===== config.mk =====
export PLATFORM = sky130hd
export DESIGN_NAME = snd_gen
export DESIGN_NICKNAME = d
export VERILOG_FILES = /design/src/hdl/snd_pkg.sv /design/src/hdl/pcm_upsampler.sv /design/src/hdl/dc_remover.sv /design/src/hdl/snd_mixer.sv /design/src/hdl/snd_gen.sv
export SDC_FILE = /design/constraint.sdc
export NUM_CORES = 1
export LEC_CHECK = 0
export BUFFER_PORTS_ARGS = -buffer_cell sky130_fd_sc_hd__buf_2
export CORE_AREA = 2 2 161 163
export DETAILED_ROUTE_END_ITERATION = 8
export DIE_AREA = 0 0 163 165
export PLACE_DENSITY = 0.56
export SLEW_MARGIN = 10
export SYNTH_ARGS = -nofsm -noshare
export SYNTH_HDL_FRONTEND = slang
export SYNTH_SLANG_ARGS = --single-unit

===== constraint.sdc =====
create_clock -name clk -period 9.05 [get_ports clk]
set_clock_uncertainty 0.05 [all_clocks]
set_input_delay 0 -clock clk [delete_from_list [all_inputs] [get_ports clk]]
set_output_delay 0 -clock clk [all_outputs]
set_load 0.01 [all_outputs]

===== src/hdl/snd_pkg.sv =====
/* Shared sample widths, gain constants and channel structs for the sound board.
   Modules import this package to connect the conditioning blocks and the mixer. */
package snd_pkg;

    typedef logic signed [15:0] smp16_t;   // mixed / scaled audio sample
    typedef logic signed [13:0] pcm14_t;   // raw ADPCM output
    typedef logic        [ 9:0] psg10_t;   // raw PSG output, unsigned
    typedef logic signed [10:0] psg_ac_t;  // PSG after DC removal
    typedef logic        [ 7:0] gain_t;    // 4.4 fixed point, 0x10 is unity

    localparam gain_t OPL_GAIN = 8'h10;
    localparam gain_t PCM_GAIN = 8'h10;
    localparam gain_t PSG_GAIN = 8'h10;

    // FM gain picked by the effect level, entry 0 is the quietest
    localparam gain_t [3:0] OPN_GAIN_TABLE = {8'h30, 8'h28, 8'h20, 8'h18};

    localparam int DCRM_SHIFT = 6;   // default leak of the PSG average

    typedef struct packed {
        smp16_t  opn;
        smp16_t  opl;
        smp16_t  pcm;
        psg_ac_t psg;
    } mix_in_t;

    typedef struct packed {
        gain_t g0;   // opn
        gain_t g1;   // opl
        gain_t g2;   // pcm
        gain_t g3;   // psg
    } mix_gain_t;

endpackage


===== src/hdl/pcm_upsampler.sv =====
/* Doubles the ADPCM sample rate by linear interpolation.
   Emits the midpoint right after each input strobe, the new sample half a period later. */
module pcm_upsampler (
    input  logic            clk,
    input  logic            rst,
    input  logic            sample_in,
    input  snd_pkg::pcm14_t din,
    output snd_pkg::smp16_t dout,
    output logic            up
);
    import snd_pkg::*;

    localparam int CNT_W = 12;   // covers a full ADPCM period at the system clock

    pcm14_t             last;       // previous input sample
    logic [CNT_W-1:0]   cnt;        // clocks since the last strobe
    logic [CNT_W-1:0]   half_cnt;   // countdown to the second output
    logic [CNT_W-1:0]   half;
    logic               pend;
    smp16_t             mid;

    always_comb begin
        mid  = smp16_t'((last + din) * 2);             // (4*last + 4*din) / 2
        half = CNT_W'(({1'b0, cnt} + 1'b1) >> 1);      // interval is cnt+1 clocks
        if (half == '0) begin
            half = 1;
        end
    end

    always_ff @(posedge clk) begin
        if (rst) begin
            last     <= '0;
            cnt      <= '0;
            half_cnt <= '0;
            pend     <= 1'b0;
            dout     <= '0;
            up       <= 1'b0;
        end else begin
            up <= 1'b0;
            if (!(&cnt)) begin
                cnt <= cnt + 1'b1;   // saturate on long gaps
            end
            if (sample_in) begin
                last     <= din;
                cnt      <= '0;
                dout     <= mid;
                up       <= 1'b1;
                half_cnt <= half;
                pend     <= 1'b1;
            end else if (pend) begin
                half_cnt <= half_cnt - 1'b1;
                if (half_cnt == 1) begin
                    dout <= {last, 2'b00};   // new sample, scaled by 4
                    up   <= 1'b1;
                    pend <= 1'b0;
                end
            end
        end
    end

endmodule


===== src/hdl/dc_remover.sv =====
/* Removes the DC bias of the unsigned PSG stream with a leaky running average.
   Output is the signed AC part, updated on each cen. */
module dc_remover #(
    parameter int DCRM_SHIFT = snd_pkg::DCRM_SHIFT
) (
    input  logic             clk,
    input  logic             rst,
    input  logic             cen,
    input  snd_pkg::psg10_t  din,
    output snd_pkg::psg_ac_t dout
);
    import snd_pkg::*;

    localparam int IW = $bits(psg10_t);
    localparam int AW = IW + DCRM_SHIFT;   // integer plus fraction bits

    logic [AW-1:0]      avg;    // running average, unsigned fixed point
    logic signed [AW:0] diff;
    logic signed [AW:0] step;
    psg_ac_t            ac;

    always_comb begin
        diff = $signed({1'b0, din, {DCRM_SHIFT{1'b0}}}) - $signed({1'b0, avg});
        step = diff >>> DCRM_SHIFT;
        // integer part of the old average
        ac   = $signed({1'b0, din}) - $signed({1'b0, avg[AW-1 -: IW]});
    end

    always_ff @(posedge clk) begin
        if (rst) begin
            avg  <= '0;
            dout <= '0;
        end else if (cen) begin
            dout <= ac;
            avg  <= AW'($signed({1'b0, avg}) + step);   // stays within 0..1023
        end
    end

endmodule


===== src/hdl/snd_mixer.sv =====
/* Four-channel mixer with 4.4 fixed point gains.
   The sum is scaled back by 16, clamped to 16 bits, and peak flags a clamp. */
module snd_mixer (
    input  logic               clk,
    input  logic               rst,
    input  logic               cen,
    input  snd_pkg::mix_in_t   ch,
    input  snd_pkg::mix_gain_t gain,
    output snd_pkg::smp16_t    snd,
    output logic               sample,
    output logic               peak
);
    import snd_pkg::*;

    localparam int GW  = $bits(gain_t) + 1;       // gain as a positive signed value
    localparam int PW  = $bits(smp16_t) + GW;     // wide channel product
    localparam int QW  = $bits(psg_ac_t) + GW;    // psg product
    localparam int SW  = PW + 2;                  // room for four terms
    localparam int SCW = SW - 4;                  // after removing the gain fraction
    localparam int OW  = $bits(smp16_t);

    logic signed [GW-1:0]  g0;
    logic signed [GW-1:0]  g1;
    logic signed [GW-1:0]  g2;
    logic signed [GW-1:0]  g3;
    logic signed [PW-1:0]  p_opn;
    logic signed [PW-1:0]  p_opl;
    logic signed [PW-1:0]  p_pcm;
    logic signed [QW-1:0]  p_psg;
    logic signed [SW-1:0]  sum;
    logic signed [SCW-1:0] scaled;
    logic                  sat_hi;
    logic                  sat_lo;
    smp16_t                clamped;

    always_comb begin
        g0 = $signed({1'b0, gain.g0});
        g1 = $signed({1'b0, gain.g1});
        g2 = $signed({1'b0, gain.g2});
        g3 = $signed({1'b0, gain.g3});

        p_opn = $signed(ch.opn) * g0;
        p_opl = $signed(ch.opl) * g1;
        p_pcm = $signed(ch.pcm) * g2;
        p_psg = $signed(ch.psg) * g3;

        sum    = p_opn + p_opl + p_pcm + p_psg;
        scaled = SCW'(sum >>> 4);   // drop the 4.4 fraction

        // out of range when the bits above bit 15 disagree with the sign
        sat_hi = !scaled[SCW-1] && (|scaled[SCW-2:OW-1]);
        sat_lo =  scaled[SCW-1] && !(&scaled[SCW-2:OW-1]);

        if (sat_hi) begin
            clamped = {1'b0, {(OW-1){1'b1}}};   // 32767
        end else if (sat_lo) begin
            clamped = {1'b1, {(OW-1){1'b0}}};   // -32768
        end else begin
            clamped = scaled[OW-1:0];
        end
    end

    always_ff @(posedge clk) begin
        if (rst) begin
            snd    <= '0;
            peak   <= 1'b0;
            sample <= 1'b0;
        end else begin
            sample <= cen;   // one pulse per mixed sample
            if (cen) begin
                snd  <= clamped;
                peak <= sat_hi | sat_lo;
            end
        end
    end

endmodule


===== src/hdl/snd_gen.sv =====
/* Sound board top level: divides the ADPCM clock enable, selects channel gains,
   conditions the PCM and PSG streams and mixes all four channels. */
module snd_gen #(
    parameter int DCRM_SHIFT = snd_pkg::DCRM_SHIFT
) (
    input  logic            clk,
    input  logic            rst,
    input  logic            cen_opn,
    input  logic            cen_opl,
    input  logic            enable_psg,
    input  logic            enable_fm,
    input  logic [1:0]      fxlevel,
    input  snd_pkg::smp16_t opn_snd,
    input  snd_pkg::smp16_t opl_snd,
    input  snd_pkg::psg10_t psg_snd,
    input  snd_pkg::pcm14_t oki_snd,
    input  logic            oki_sample,
    output logic            cen_oki,
    output snd_pkg::smp16_t snd,
    output logic            sample,
    output logic            peak
);
    import snd_pkg::*;

    logic [2:0] cen_sh;     // one-hot ring, advances on cen_opl
    mix_gain_t  gain_r;
    mix_in_t    ch;
    smp16_t     pcm_up;
    psg_ac_t    psg_ac;

    // ADPCM enable at a third of the OPL rate
    always_ff @(posedge clk) begin
        if (rst) begin
            cen_sh  <= 3'b001;
            cen_oki <= 1'b0;
        end else begin
            if (cen_opl) begin
                cen_sh <= {cen_sh[1:0], cen_sh[2]};
            end
            cen_oki <= cen_sh[0] & cen_opl;
        end
    end

    always_ff @(posedge clk) begin
        if (rst) begin
            gain_r <= '0;
        end else begin
            gain_r.g0 <= enable_psg ? OPN_GAIN_TABLE[fxlevel] : '0;
            gain_r.g1 <= enable_fm ? OPL_GAIN : '0;
            gain_r.g2 <= PCM_GAIN;
            gain_r.g3 <= PSG_GAIN;
        end
    end

    always_comb begin
        ch.opn = opn_snd;
        ch.opl = opl_snd;
        ch.pcm = pcm_up;
        ch.psg = psg_ac;
    end

    pcm_upsampler u_pcm (
        .clk       (clk),
        .rst       (rst),
        .sample_in (oki_sample),
        .din       (oki_snd),
        .dout      (pcm_up),
        .up        ()            // mixer samples on cen_opn instead
    );

    dc_remover #(.DCRM_SHIFT(DCRM_SHIFT)) u_dcrm (
        .clk  (clk),
        .rst  (rst),
        .cen  (cen_opn),
        .din  (psg_snd),
        .dout (psg_ac)
    );

    snd_mixer u_mixer (
        .clk    (clk),
        .rst    (rst),
        .cen    (cen_opn),
        .ch     (ch),
        .gain   (gain_r),
        .snd    (snd),
        .sample (sample),
        .peak   (peak)
    );

endmodule


## Word level (Yosys, flattened, before mapping)

Cells that the tools add are included.

| storage, ports and cells | value |
|---|---|
| output and inout port bits | 19 |
| RAM bits | 0 |
| bits in latches | 0 |
| register bits after elaboration | 132 |
| memory bits (read-only) | 0 |
| logic and storage cells | 63 |
| memories kept | 0 |

| cells by class | value |
|---|---|
| magnitude comparators | 1 |
| bitwise gates (word level) | 3 |
| equal/unequal tests | 1 |
| shift-type cells | 0 |
| multipliers | 4 |
| add/subtract/negate cells | 10 |
| div/mod/pow operators | 0 |
| muxes and demuxes | 15 |
| reduce and logical (&&, ||, !) cells | 13 |

Operator list:

| operator | number |
|---|---|
| 16-bit 2-to-1 mux | 5 |
| 12-bit 2-to-1 mux | 3 |
| 26-bit by 25-bit adder with 27-bit output | 1 |
| 27-bit by 20-bit adder with 27-bit output | 1 |
| 25-bit by 22-bit adder with 26-bit output | 1 |
| 16-bit by 9-bit multiplier with 25-bit output | 1 |
| 15-bit by 9-bit multiplier with 24-bit output | 1 |
| 16-bit by 6-bit multiplier with 22-bit output | 1 |
| 11-bit by 9-bit multiplier with 20-bit output | 1 |
| 16-bit by 16-bit subtractor with 17-bit output | 1 |
| 16-bit by 11-bit adder with 16-bit output | 1 |
| 8-bit binary-select mux with 2-bit select | 1 |
| 14-bit by 14-bit adder with 15-bit output | 1 |
| 12-bit by 1-bit adder with 13-bit output, second input constant | 1 |
| 13-bit 2-to-1 mux | 1 |
| 12-bit by 1-bit adder with 12-bit output, second input constant | 1 |
| 12-bit by 1-bit == test with 1-bit output, second input constant | 1 |
| 12-bit logical NOT | 1 |
| 12-bit AND reduction | 1 |
| 12-bit by 1-bit subtractor with 12-bit output, second input constant | 1 |
| 10-bit by 10-bit subtractor with 11-bit output | 1 |
| 8-bit 2-to-1 mux | 1 |
| 7-bit AND reduction | 1 |
| 7-bit OR reduction | 1 |
| other kinds (11) | 17 |

## Logic depth before layout (Yosys ltp)

Gate-level depths: netlist (run 1).

| logic depth | value |
|---|---|
| word-level depth | 9 |
| gate-level depth with buffers | 23 |
| gate-level depth less buffers | 21 |

## Cells and area by module

From an unflattened synthesis (run 1), not the netlist that was laid out.

| second synthesis, totals | value |
|---|---|
| cell total of the unflattened synthesis | 2,708 |
| area, all modules | 25,072.8 um2 |

Modules (own cells, without submodules):

| module | area an instance (um2) | sequential area each (um2) | cells each | instances |
|---|---|---|---|---|
| snd_mixer | 19,052.0 | 360.3 | 2,010 | 1 |
| pcm_upsampler | 3,233.1 | 1,101.1 | 365 | 1 |
| dc_remover | 2,473.6 | 540.5 | 303 | 1 |
| snd_gen | 314.1 | 180.2 | 30 | 1 |

## Worst setup path after synthesis (run 1)

No wires, ideal clock.

| timing | value |
|---|---|
| path kind | register to register |
| start | reg gain_r[29] (netlist name) |
| end | reg u_mixer.snd[10] |
| clock period less this slack | 5.934 ns |
| stages on the path, launching flop included | 18 |
| setup slack | 3.116 ns |
| setup time | 0.121 ns |
| data arrival time | 5.763 ns |
| cell sequence | dfxtp_1 clkbuf_1 nand2_1 fa_1 inv_1 ha_1 fa_1 fa_1 fa_1 fa_1 a211o_1 a211oi_2 o2111ai_1 a311o_1 a2111o_1 o41ai_4 buf_6 a211oi_1 |

| on the way | value |
|---|---|
| word-level cells in the longest chain between the ends | 9 |
| elaborated cells between the ends (all ways) | 12 |
| classes of those cells | 3 x add/sub; 1 x mul; 2 x mux; 6 x reduce/logical |

RTL lines:

| what | line | text |
|---|---|---|
| 16-bit by 9-bit multiplier with 25-bit output * | snd_mixer.sv:42 | `p_opn = $signed(ch.opn) * g0;` |
| 25-bit by 22-bit adder with 26-bit output * | snd_mixer.sv:47 | `sum = p_opn + p_opl + p_pcm + p_psg;` |
| 26-bit by 25-bit adder with 27-bit output * | snd_mixer.sv:47 |  |
| 27-bit by 20-bit adder with 27-bit output * | snd_mixer.sv:47 |  |
| 7-bit AND reduction | snd_mixer.sv:52 | `sat_lo = scaled[SCW-1] && !(&scaled[SCW-2:OW-1]);` |
| 1-bit logical NOT | snd_mixer.sv:52 |  |
| 1-bit logical AND | snd_mixer.sv:52 |  |
| 16-bit 2-to-1 mux | snd_mixer.sv:56 | `end else if (sat_lo) begin` |
| 16-bit 2-to-1 mux * | snd_mixer.sv:54 | `if (sat_hi) begin` |
| end signal, assigned | snd_mixer.sv:71 | `snd <= clamped;` |
| end, declared | snd_mixer.sv:9 | `output snd_pkg::smp16_t snd,` |

Every way passes the cells marked *; elsewhere a longest branch is shown, timed or not.
A chain may end at the register's enable or synchronous reset.

## Final worst setup path (run 1)

| timing | value |
|---|---|
| start | reg gain_r[29] (netlist name) |
| end | reg u_mixer.snd[1] |

| on the way | value |
|---|---|
| word-level cells in the longest chain between the ends | 9 |
| elaborated cells between the ends (all ways) | 12 |
| classes of those cells | 3 x add/sub; 1 x mul; 2 x mux; 6 x reduce/logical |

RTL lines:

| what | line |
|---|---|
| 16-bit by 9-bit multiplier with 25-bit output * | snd_mixer.sv:42 |
| 25-bit by 22-bit adder with 26-bit output * | snd_mixer.sv:47 |
| 26-bit by 25-bit adder with 27-bit output * | snd_mixer.sv:47 |
| 27-bit by 20-bit adder with 27-bit output * | snd_mixer.sv:47 |
| 7-bit AND reduction | snd_mixer.sv:52 |
| 1-bit logical NOT | snd_mixer.sv:52 |
| 1-bit logical AND | snd_mixer.sv:52 |
| 16-bit 2-to-1 mux | snd_mixer.sv:56 |
| 16-bit 2-to-1 mux * | snd_mixer.sv:54 |

Marks and branches as above.

==> flow_summary.yaml, run 1 <==
routing:
  drtAntennaViolNets: 0
  initialDrtViolationCount: 278
  wl_met1_um: 11100
  dr_wl_met3_um: 957
  top_layer: "met5"
  route.met2.wl_um: 11100
  drt_first_pass_iters: 5
  vias: 8080
  avgViaCountPerCell: 5.01
  avgRoutedWirePerCell_um: 14.5
  totalWireLength_um: 23400
  drc: 0
setup_path:
  crit_type: "reg2reg"
  start_kind: "flop"
  required_ns: 9.19
  path_max_fanout: 16
  cp-end-kind: "flop"
  reg2reg_depth: 15
  crit_arrival_ns: 6.74
hold_path:
  whs_path_depth: 3
  hp-class: "in2reg"
synthesis:
  synth_seq_cells: 108
  synth_ff_type: "dfxtp_1"
  synth_async_sr_flop_share: 0
  synth_area_sq_mm: 0.0104
  syn-num-nets: 1475
  synth-edff-count: 0
  syn_inst: 1200
  ys_types: 69
  avgSynthCellArea_sq_um: 8.65
  synth_warnings: 0
  yosysSeqAreaShare: 0.208
timing:
  final.period_utilization: 0.730
  slew_viol_final: 0
  finalHoldViolCount: 0
  relSlewSlack: 0.378
  rsz0062_at_grt: "no"
  fmax_mhz: 151
  fin_tns_setup_ns: 0
  tightest_slew_ns: 0.933
  period_needed_ns: 6.60
  holdWs_ns: 0.0585
  worst_slack_ns: 2.45
  setup_viol: 0
layout:
  fin_util: 0.459
  fin_area_sq_mm: 0.0115
  layout_commonest_cell: "inv_1"
  layout_common_cells: "inv_1 (143), ha_1 (139), nor2_1 (125)"
  fin_nets: 1551
  stdcell_count: 1613
  syn2layout_area_growth_pct: 10.7
  drive_above_1_share: 0.0976
global_routing:
  antenna_found_initial: 6
  grt_max_degree: 86
  grt_overflow: 0
  grt_pass1_wl_um: 39700
  grt_pass1_vias: 8146
  gr-usage-all-layers: 0.183
floorplan:
  core_sq_mm: 0.0250
  initial_core_util: 0.414
  die-width_um: 163
  rows: 58
  die_area_sq_mm: 0.0269
  io_pins: 84
  die_h_um: 165
cts:
  htree_levels: 3
  clkTransAtPathRegs_ns: 0.08
  cts-root-buf: "clkbuf_16"
  cts_buffer_depth: 2
  clkSinkCount: 108
  cts_tree: "yes"
  numCtsBuffers: 9
  clk-insertion-delay-late_ns: 0.36
run:
  max_cap_viol_count: 0
pwr:
  power_density_mw_per_mm2: 192
  p_leak_nw: 5.84
  ir_drop_mv: 0.163
  total_power_mw: 2.21
place:
  gp_congestion: 0.847
  port_buffers: 83
  dpl_worst_slack_ns: 2.50
  place_area_sq_mm: 0.0110
  dpl.hpwl_um: 18800
  dp.cells: 1575
outcome:
  status: "completed"
==> flip-flops by register name (all words and copies together), names as in the netlist <==
register	count
cen_oki	1
cen_sh	3
gain_r	5
u_dcrm.avg	16
u_dcrm.dout	11
u_mixer.peak	1
u_mixer.sample	1
u_mixer.snd	16
u_pcm.cnt	12
u_pcm.dout	15
u_pcm.half_cnt	12
u_pcm.last	14
u_pcm.pend	1
==> where the power goes <==
part	internal, mW	total (mW)	leakage [nW]	switching [mW]
clock network	0.193	0.387	0.141	0.194
registers	0.552	0.607	0.892	0.0546
logic	0.540	1.21	4.80	0.672
total	1.29	2.21	5.84	0.920
==> cell families (layout without fill, tap and decap cells) <==
logic type | after synthesis | count (layout) | share of synthesized area
buf+inv | 184 | 265 | 0.0744
compound gates | 211 | 211 | 0.137
simple gates | 368 | 368 | 0.168
other cells | 0 | 2 | 0
mux | 50 | 50 | 0.0487
fa+ha+maj | 210 | 210 | 0.305
xor+xnor | 69 | 69 | 0.0582
flops | 108 | 108 | 0.208
==> final cells by class <==
cell class	count	area, sq um
Multi-Input combinational cell	908	7440
Fill cell	2500	13600
Tap cell	330	413
Clock buffer	10	229
Clock inverter	6	57.6
Antenna cell	2	5.00
Timing Repair Buffer	106	638
Sequential cell	108	2160
Inverter	143	537
==> path summary, 6_finish.rpt <==
kind	start	to	slack (ns)
worst max-delay path	gain_r[29]	u_mixer.snd[1]	2.45
worst min-delay path	rst	cen_sh[0]	0.06
worst max register to register	gain_r[29]	u_mixer.snd[1]	2.45
worst min register to register	u_dcrm.dout[10]	u_dcrm.dout[10]	0.41
==> critical path, stage by stage (launching register included) <==
cell	delay [ns]
dfxtp_1	0.65
nand2_1	0.15
fa_1	0.55
inv_1	0.04
ha_1	0.31
fa_1	0.47
fa_1	0.52
fa_1	0.56
fa_1	0.49
a211o_1	0.34
a211oi_2	0.36
o2111ai_1	0.19
a311o_1	0.39
a2111o_1	0.46
o41ai_4	0.73
a211oi_1	0.16
==> repair_timing <==
action	4_1_cts	5_1_grt
hold buffers	20	0
gates resized for setup	0	0
setup buffers	0	0
endpoints found under the hold margin	22	0
==> synth_stat cells (4+ instances only) <==
| cell type | count | area, sq um |
|---|---|---|
| o21ai_0 | 30 | 150 |
| a31oi_1 | 8 | 50.1 |
| fa_1 | 71 | 1420 |
| nor3_1 | 18 | 90.1 |
| or2_2 | 5 | 31.3 |
| nand3_1 | 20 | 100 |
| xnor2_1 | 45 | 394 |
| mux2i_1 | 46 | 460 |
| o21a_1 | 9 | 67.6 |
| o211ai_1 | 4 | 30.0 |
| and3_1 | 8 | 50.1 |
| o2111ai_1 | 4 | 35.0 |
| mux2_2 | 4 | 45.0 |
| nand2_1 | 88 | 330 |
| xor2_1 | 24 | 210 |
| nand2b_1 | 10 | 62.6 |
| dfxtp_1 | 108 | 2160 |
| nor2_1 | 125 | 469 |
| inv_1 | 143 | 537 |
| a211oi_1 | 42 | 315 |
| and2_1 | 49 | 307 |
| ha_1 | 139 | 1740 |
| a21o_1 | 17 | 128 |
| or3_1 | 6 | 37.5 |
| nor4_1 | 5 | 31.3 |
| nor2b_1 | 10 | 62.6 |
| clkbuf_1 | 29 | 109 |
| clkbuf_8 | 6 | 82.6 |
| nand4_1 | 8 | 50.1 |
| a21oi_1 | 61 | 305 |
| o21bai_1 | 5 | 37.5 |
==> routing by layer <==
metal | global-route usage | up-vias
li1 | - | 4207
met4 | 0.0350 | 6
met5 | 0 | -
met1 | 0.239 | 3728
met2 | 0.317 | 118
met3 | 0.0364 | 21
(Power assumes the default switching activity.)
==> run 2, diff against run 1 <==
--- a/config.mk
+++ b/config.mk
@@ -5,11 +5,12 @@
 export SDC_FILE = /design/constraint.sdc
 export NUM_CORES = 1
 export LEC_CHECK = 0
+export ABC_AREA = 1
 export BUFFER_PORTS_ARGS = -buffer_cell sky130_fd_sc_hd__buf_2
-export CORE_AREA = 2 2 161 163
+export CORE_AREA = 2 2 166 168
 export DETAILED_ROUTE_END_ITERATION = 8
-export DIE_AREA = 0 0 163 165
-export PLACE_DENSITY = 0.56
+export DIE_AREA = 0 0 168 170
+export PLACE_DENSITY = 0.58
 export SLEW_MARGIN = 10
 export SYNTH_ARGS = -nofsm -noshare
 export SYNTH_HDL_FRONTEND = slang
==> constraint.sdc (replaced) <==
create_clock -name clk -period 5.8 [get_ports clk]
set_clock_uncertainty 0.05 [all_clocks]
set_input_delay 0 -clock clk [delete_from_list [all_inputs] [get_ports clk]]
set_output_delay 0 -clock clk [all_outputs]
set_load 0.01 [all_outputs]
==> run 2 against run 1 <==
  * Flip-flop and latch count is the same
  * Global-route usage grew 1.8 points
  * Power grew 56%
  * Critical path type unchanged
==> flow_summary.yaml, run 2 <==
outcome:
  status: "completed"
synthesis:
  syn_inst: 1568
  synth_warnings: 0
  yosys-top-cells-count: "nand2_1 (371), inv_1 (295), ha_1 (139), dfxtp_1 (108), nor2_1 (104)"
  synth_ff_type: "dfxtp_1"
  synth_area_leader_cell: "dfxtp_1"
  yosysMostFrequentCell: "nand2_1"
  synth_top_area_share: 0.196
  yosysSeqAreaShare: 0.196
  synth_seq_cells: 108
  synth_area_sq_mm: 0.0111
  ys_types: 52
  synth_async_sr_flop_share: 0
  synthTopCellsByArea: "dfxtp_1 (20%), ha_1 (16%), fa_1 (13%)"
  syn-num-nets: 1843
  avgSynthCellArea_sq_um: 7.05
  synth-edff-count: 0
place:
  gp_congestion: 0.889
  dpl_worst_slack_ns: 0.389
  port_buffers: 83
  dp.cells: 1955
  place_area_sq_mm: 0.0118
  dpl.hpwl_um: 22500
layout:
  drive_above_1_share: 0.104
  layout_common_cells: "nand2_1 (371), inv_1 (295), ha_1 (139)"
  fin_area_sq_mm: 0.0123
  layout_commonest_cell: "nand2_1"
  reg_top3: "u_dcrm.avg x16, u_mixer.snd x16, u_pcm.dout x15"
  fin_nets: 1920
  num-fill-cells: 2761
  multi_input_area_sq_mm: 0.00757
  regArea_sq_mm: 0.00216
  stdcell_count: 1991
  syn2layout_area_growth_pct: 11.1
  antenna_cells: 0
timing:
  tightest_slew_ns: 1.09
  fin_tns_setup_ns: 0
  relSlewSlack: 0.269
  period_needed_ns: 5.34
  final.period_utilization: 0.921
  setup_viol: 0
  worst_slack_ns: 0.458
  rsz0062_at_grt: "no"
  fmax_mhz: 187
  slew_viol_final: 0
  finalHoldViolCount: 0
global_routing:
  grt_pass1_wl_um: 46500
  grt_max_degree: 54
  gr-usage-all-layers: 0.201
  grt_overflow: 0
  grt_pass1_vias: 9654
  antenna_found_initial: 1
setup_path:
  cp-end-kind: "flop"
  cp.buffers_inverters: 4
  slowest_delay_ns: 0.55
  worst_path_most_repeated_cell: "nand2_1"
  crit_arrival_ns: 5.53
  required_ns: 5.99
  start_kind: "flop"
  worstPathCellList: "buf_4 -> nand2_1 -> fa_1 -> inv_1 -> ha_1 -> fa_1 -> fa_1 -> fa_1 -> fa_1 -> nand2_1 -> nand2_1 -> nand3_1 -> nand2_2 -> nand2_2 -> nand2_2 -> inv_2 -> nand2_1 -> nand2_1 -> nand2_1 -> nor2_1 -> nand2_2 -> a21oi_4 -> buf_12 -> a21oi_1"
  path_max_fanout: 16
  crit_type: "reg2reg"
  crit_slowest_cell: "fa_1"
  path_delay_family: "adder cells"
routing:
  avgRoutedWirePerCell_um: 14.1
  totalWireLength_um: 28000
  vias: 9803
  initialDrtViolationCount: 455
  avgViaCountPerCell: 4.92
  drc: 0
  drt_first_pass_iters: 5
  drtAntennaViolNets: 0
cts:
  clk-insertion-delay-late_ns: 0.36
  cts_buffer_depth: 2
  cts_tree: "yes"
  numCtsBuffers: 9
  clkSinkCount: 108
  post_cts_buffers: 0
  htree_levels: 3
  cts-root-buf: "clkbuf_16"
  clkTransAtPathRegs_ns: 0.08
pwr:
  power_density_mw_per_mm2: 280
  ir_drop_mv: 0.233
  p_leak_nw: 6.99
floorplan:
  rows: 60
  initial_core_util: 0.415
  die_h_um: 170
  die-width_um: 168
  io_pins: 84
  die_area_sq_mm: 0.0286
  core_sq_mm: 0.0267
run:
  max_cap_viol_count: 0
hold_path:
  hp-class: "in2reg"
-- run 2: changes by cell type after synthesis, sizes merged, moves of 12 or more --
| cell | delta |
|---|---|
| nand3 | +63 |
| o21ai | +52 |
| and2 | -48 |
| nor2 | -17 |
| inv | +155 |
| a21oi | +42 |
| xnor2 | -33 |
| a211oi | -41 |
| a21o | -12 |
| nand2 | +297 |
| mux2i | -46 |
-- run 2: metal layers --
metal | up-vias | GRT usage | routed length (um)
li1 | 5097 | - | -
met2 | 156 | 0.356 | 13400
met1 | 4527 | 0.264 | 13300
met5 | - | 0 | 16
met4 | 2 | 0.0431 | 354
met3 | 21 | 0.0240 | 890
-- run 2: cells by family after synthesis --
group | share of synthesized area
compound gates | 0.127
buf+inv | 0.120
xor+xnor | 0.0332
flops | 0.196
fa+ha+maj | 0.286
simple gates | 0.238
-- run 2: timing repair --
item	CTS	global route
gates resized for setup	0	1
hold endpoints to repair	23	0
hold buffers	20	0
endpoints found under the setup margin	0	13
-- run 2: stage by stage --
stage	utilization	hold WS [ns]	total power [mW]
floorplan	-	0.0531	2.38
global placement	0.443	0.164	2.81
detailed placement	0.443	0.171	2.82
CTS	0.461	0.0708	3.47
global route	0.461	0.0886	3.79
finish	0.461	0.0721	3.44
-- run 2: final timing paths --
| check | cells after the start | start | endpoint | slack (ns) |
|---|---|---|---|---|
| worst max-delay path | 24 | gain_r[29] | u_mixer.snd[4] | 0.46 |
| worst min-delay path | 4 | psg_snd[1] | u_dcrm.dout[1] | 0.07 |
| worst max register to register | 24 | gain_r[29] | u_mixer.snd[4] | 0.46 |
| worst min register to register | 2 | cen_sh[1] | cen_sh[1] | 0.41 |
-- run 2: area by class of cell --
type / instances / share of cell area
clock inverters: 7 / 0.00509
multi-input cells: 1113 / 0.616
flip-flops and latches: 108 / 0.176
inverters: 300 / 0.0916
well taps: 341 / 0.0347
repair buffers: 113 / 0.0582
clock buffers: 9 / 0.0183
-- run 2: worst reg2reg max path, delay by kind of cell, from the launching register on --
family	cells	cell delay [ns]
and+or+nand+nor	12	1.11
buffers and inverters	4	0.54
adders and majority gates	6	2.93
AOI/OAI and AO/OA	2	0.31
DFF	1	0.31
-- run 2: power by group --
group          internal [mW]  switching, mW  leakage (nW)
Clock                  0.300          0.317         0.140
Sequential             0.847         0.0766         0.893
Combinational          0.718           1.18          5.95
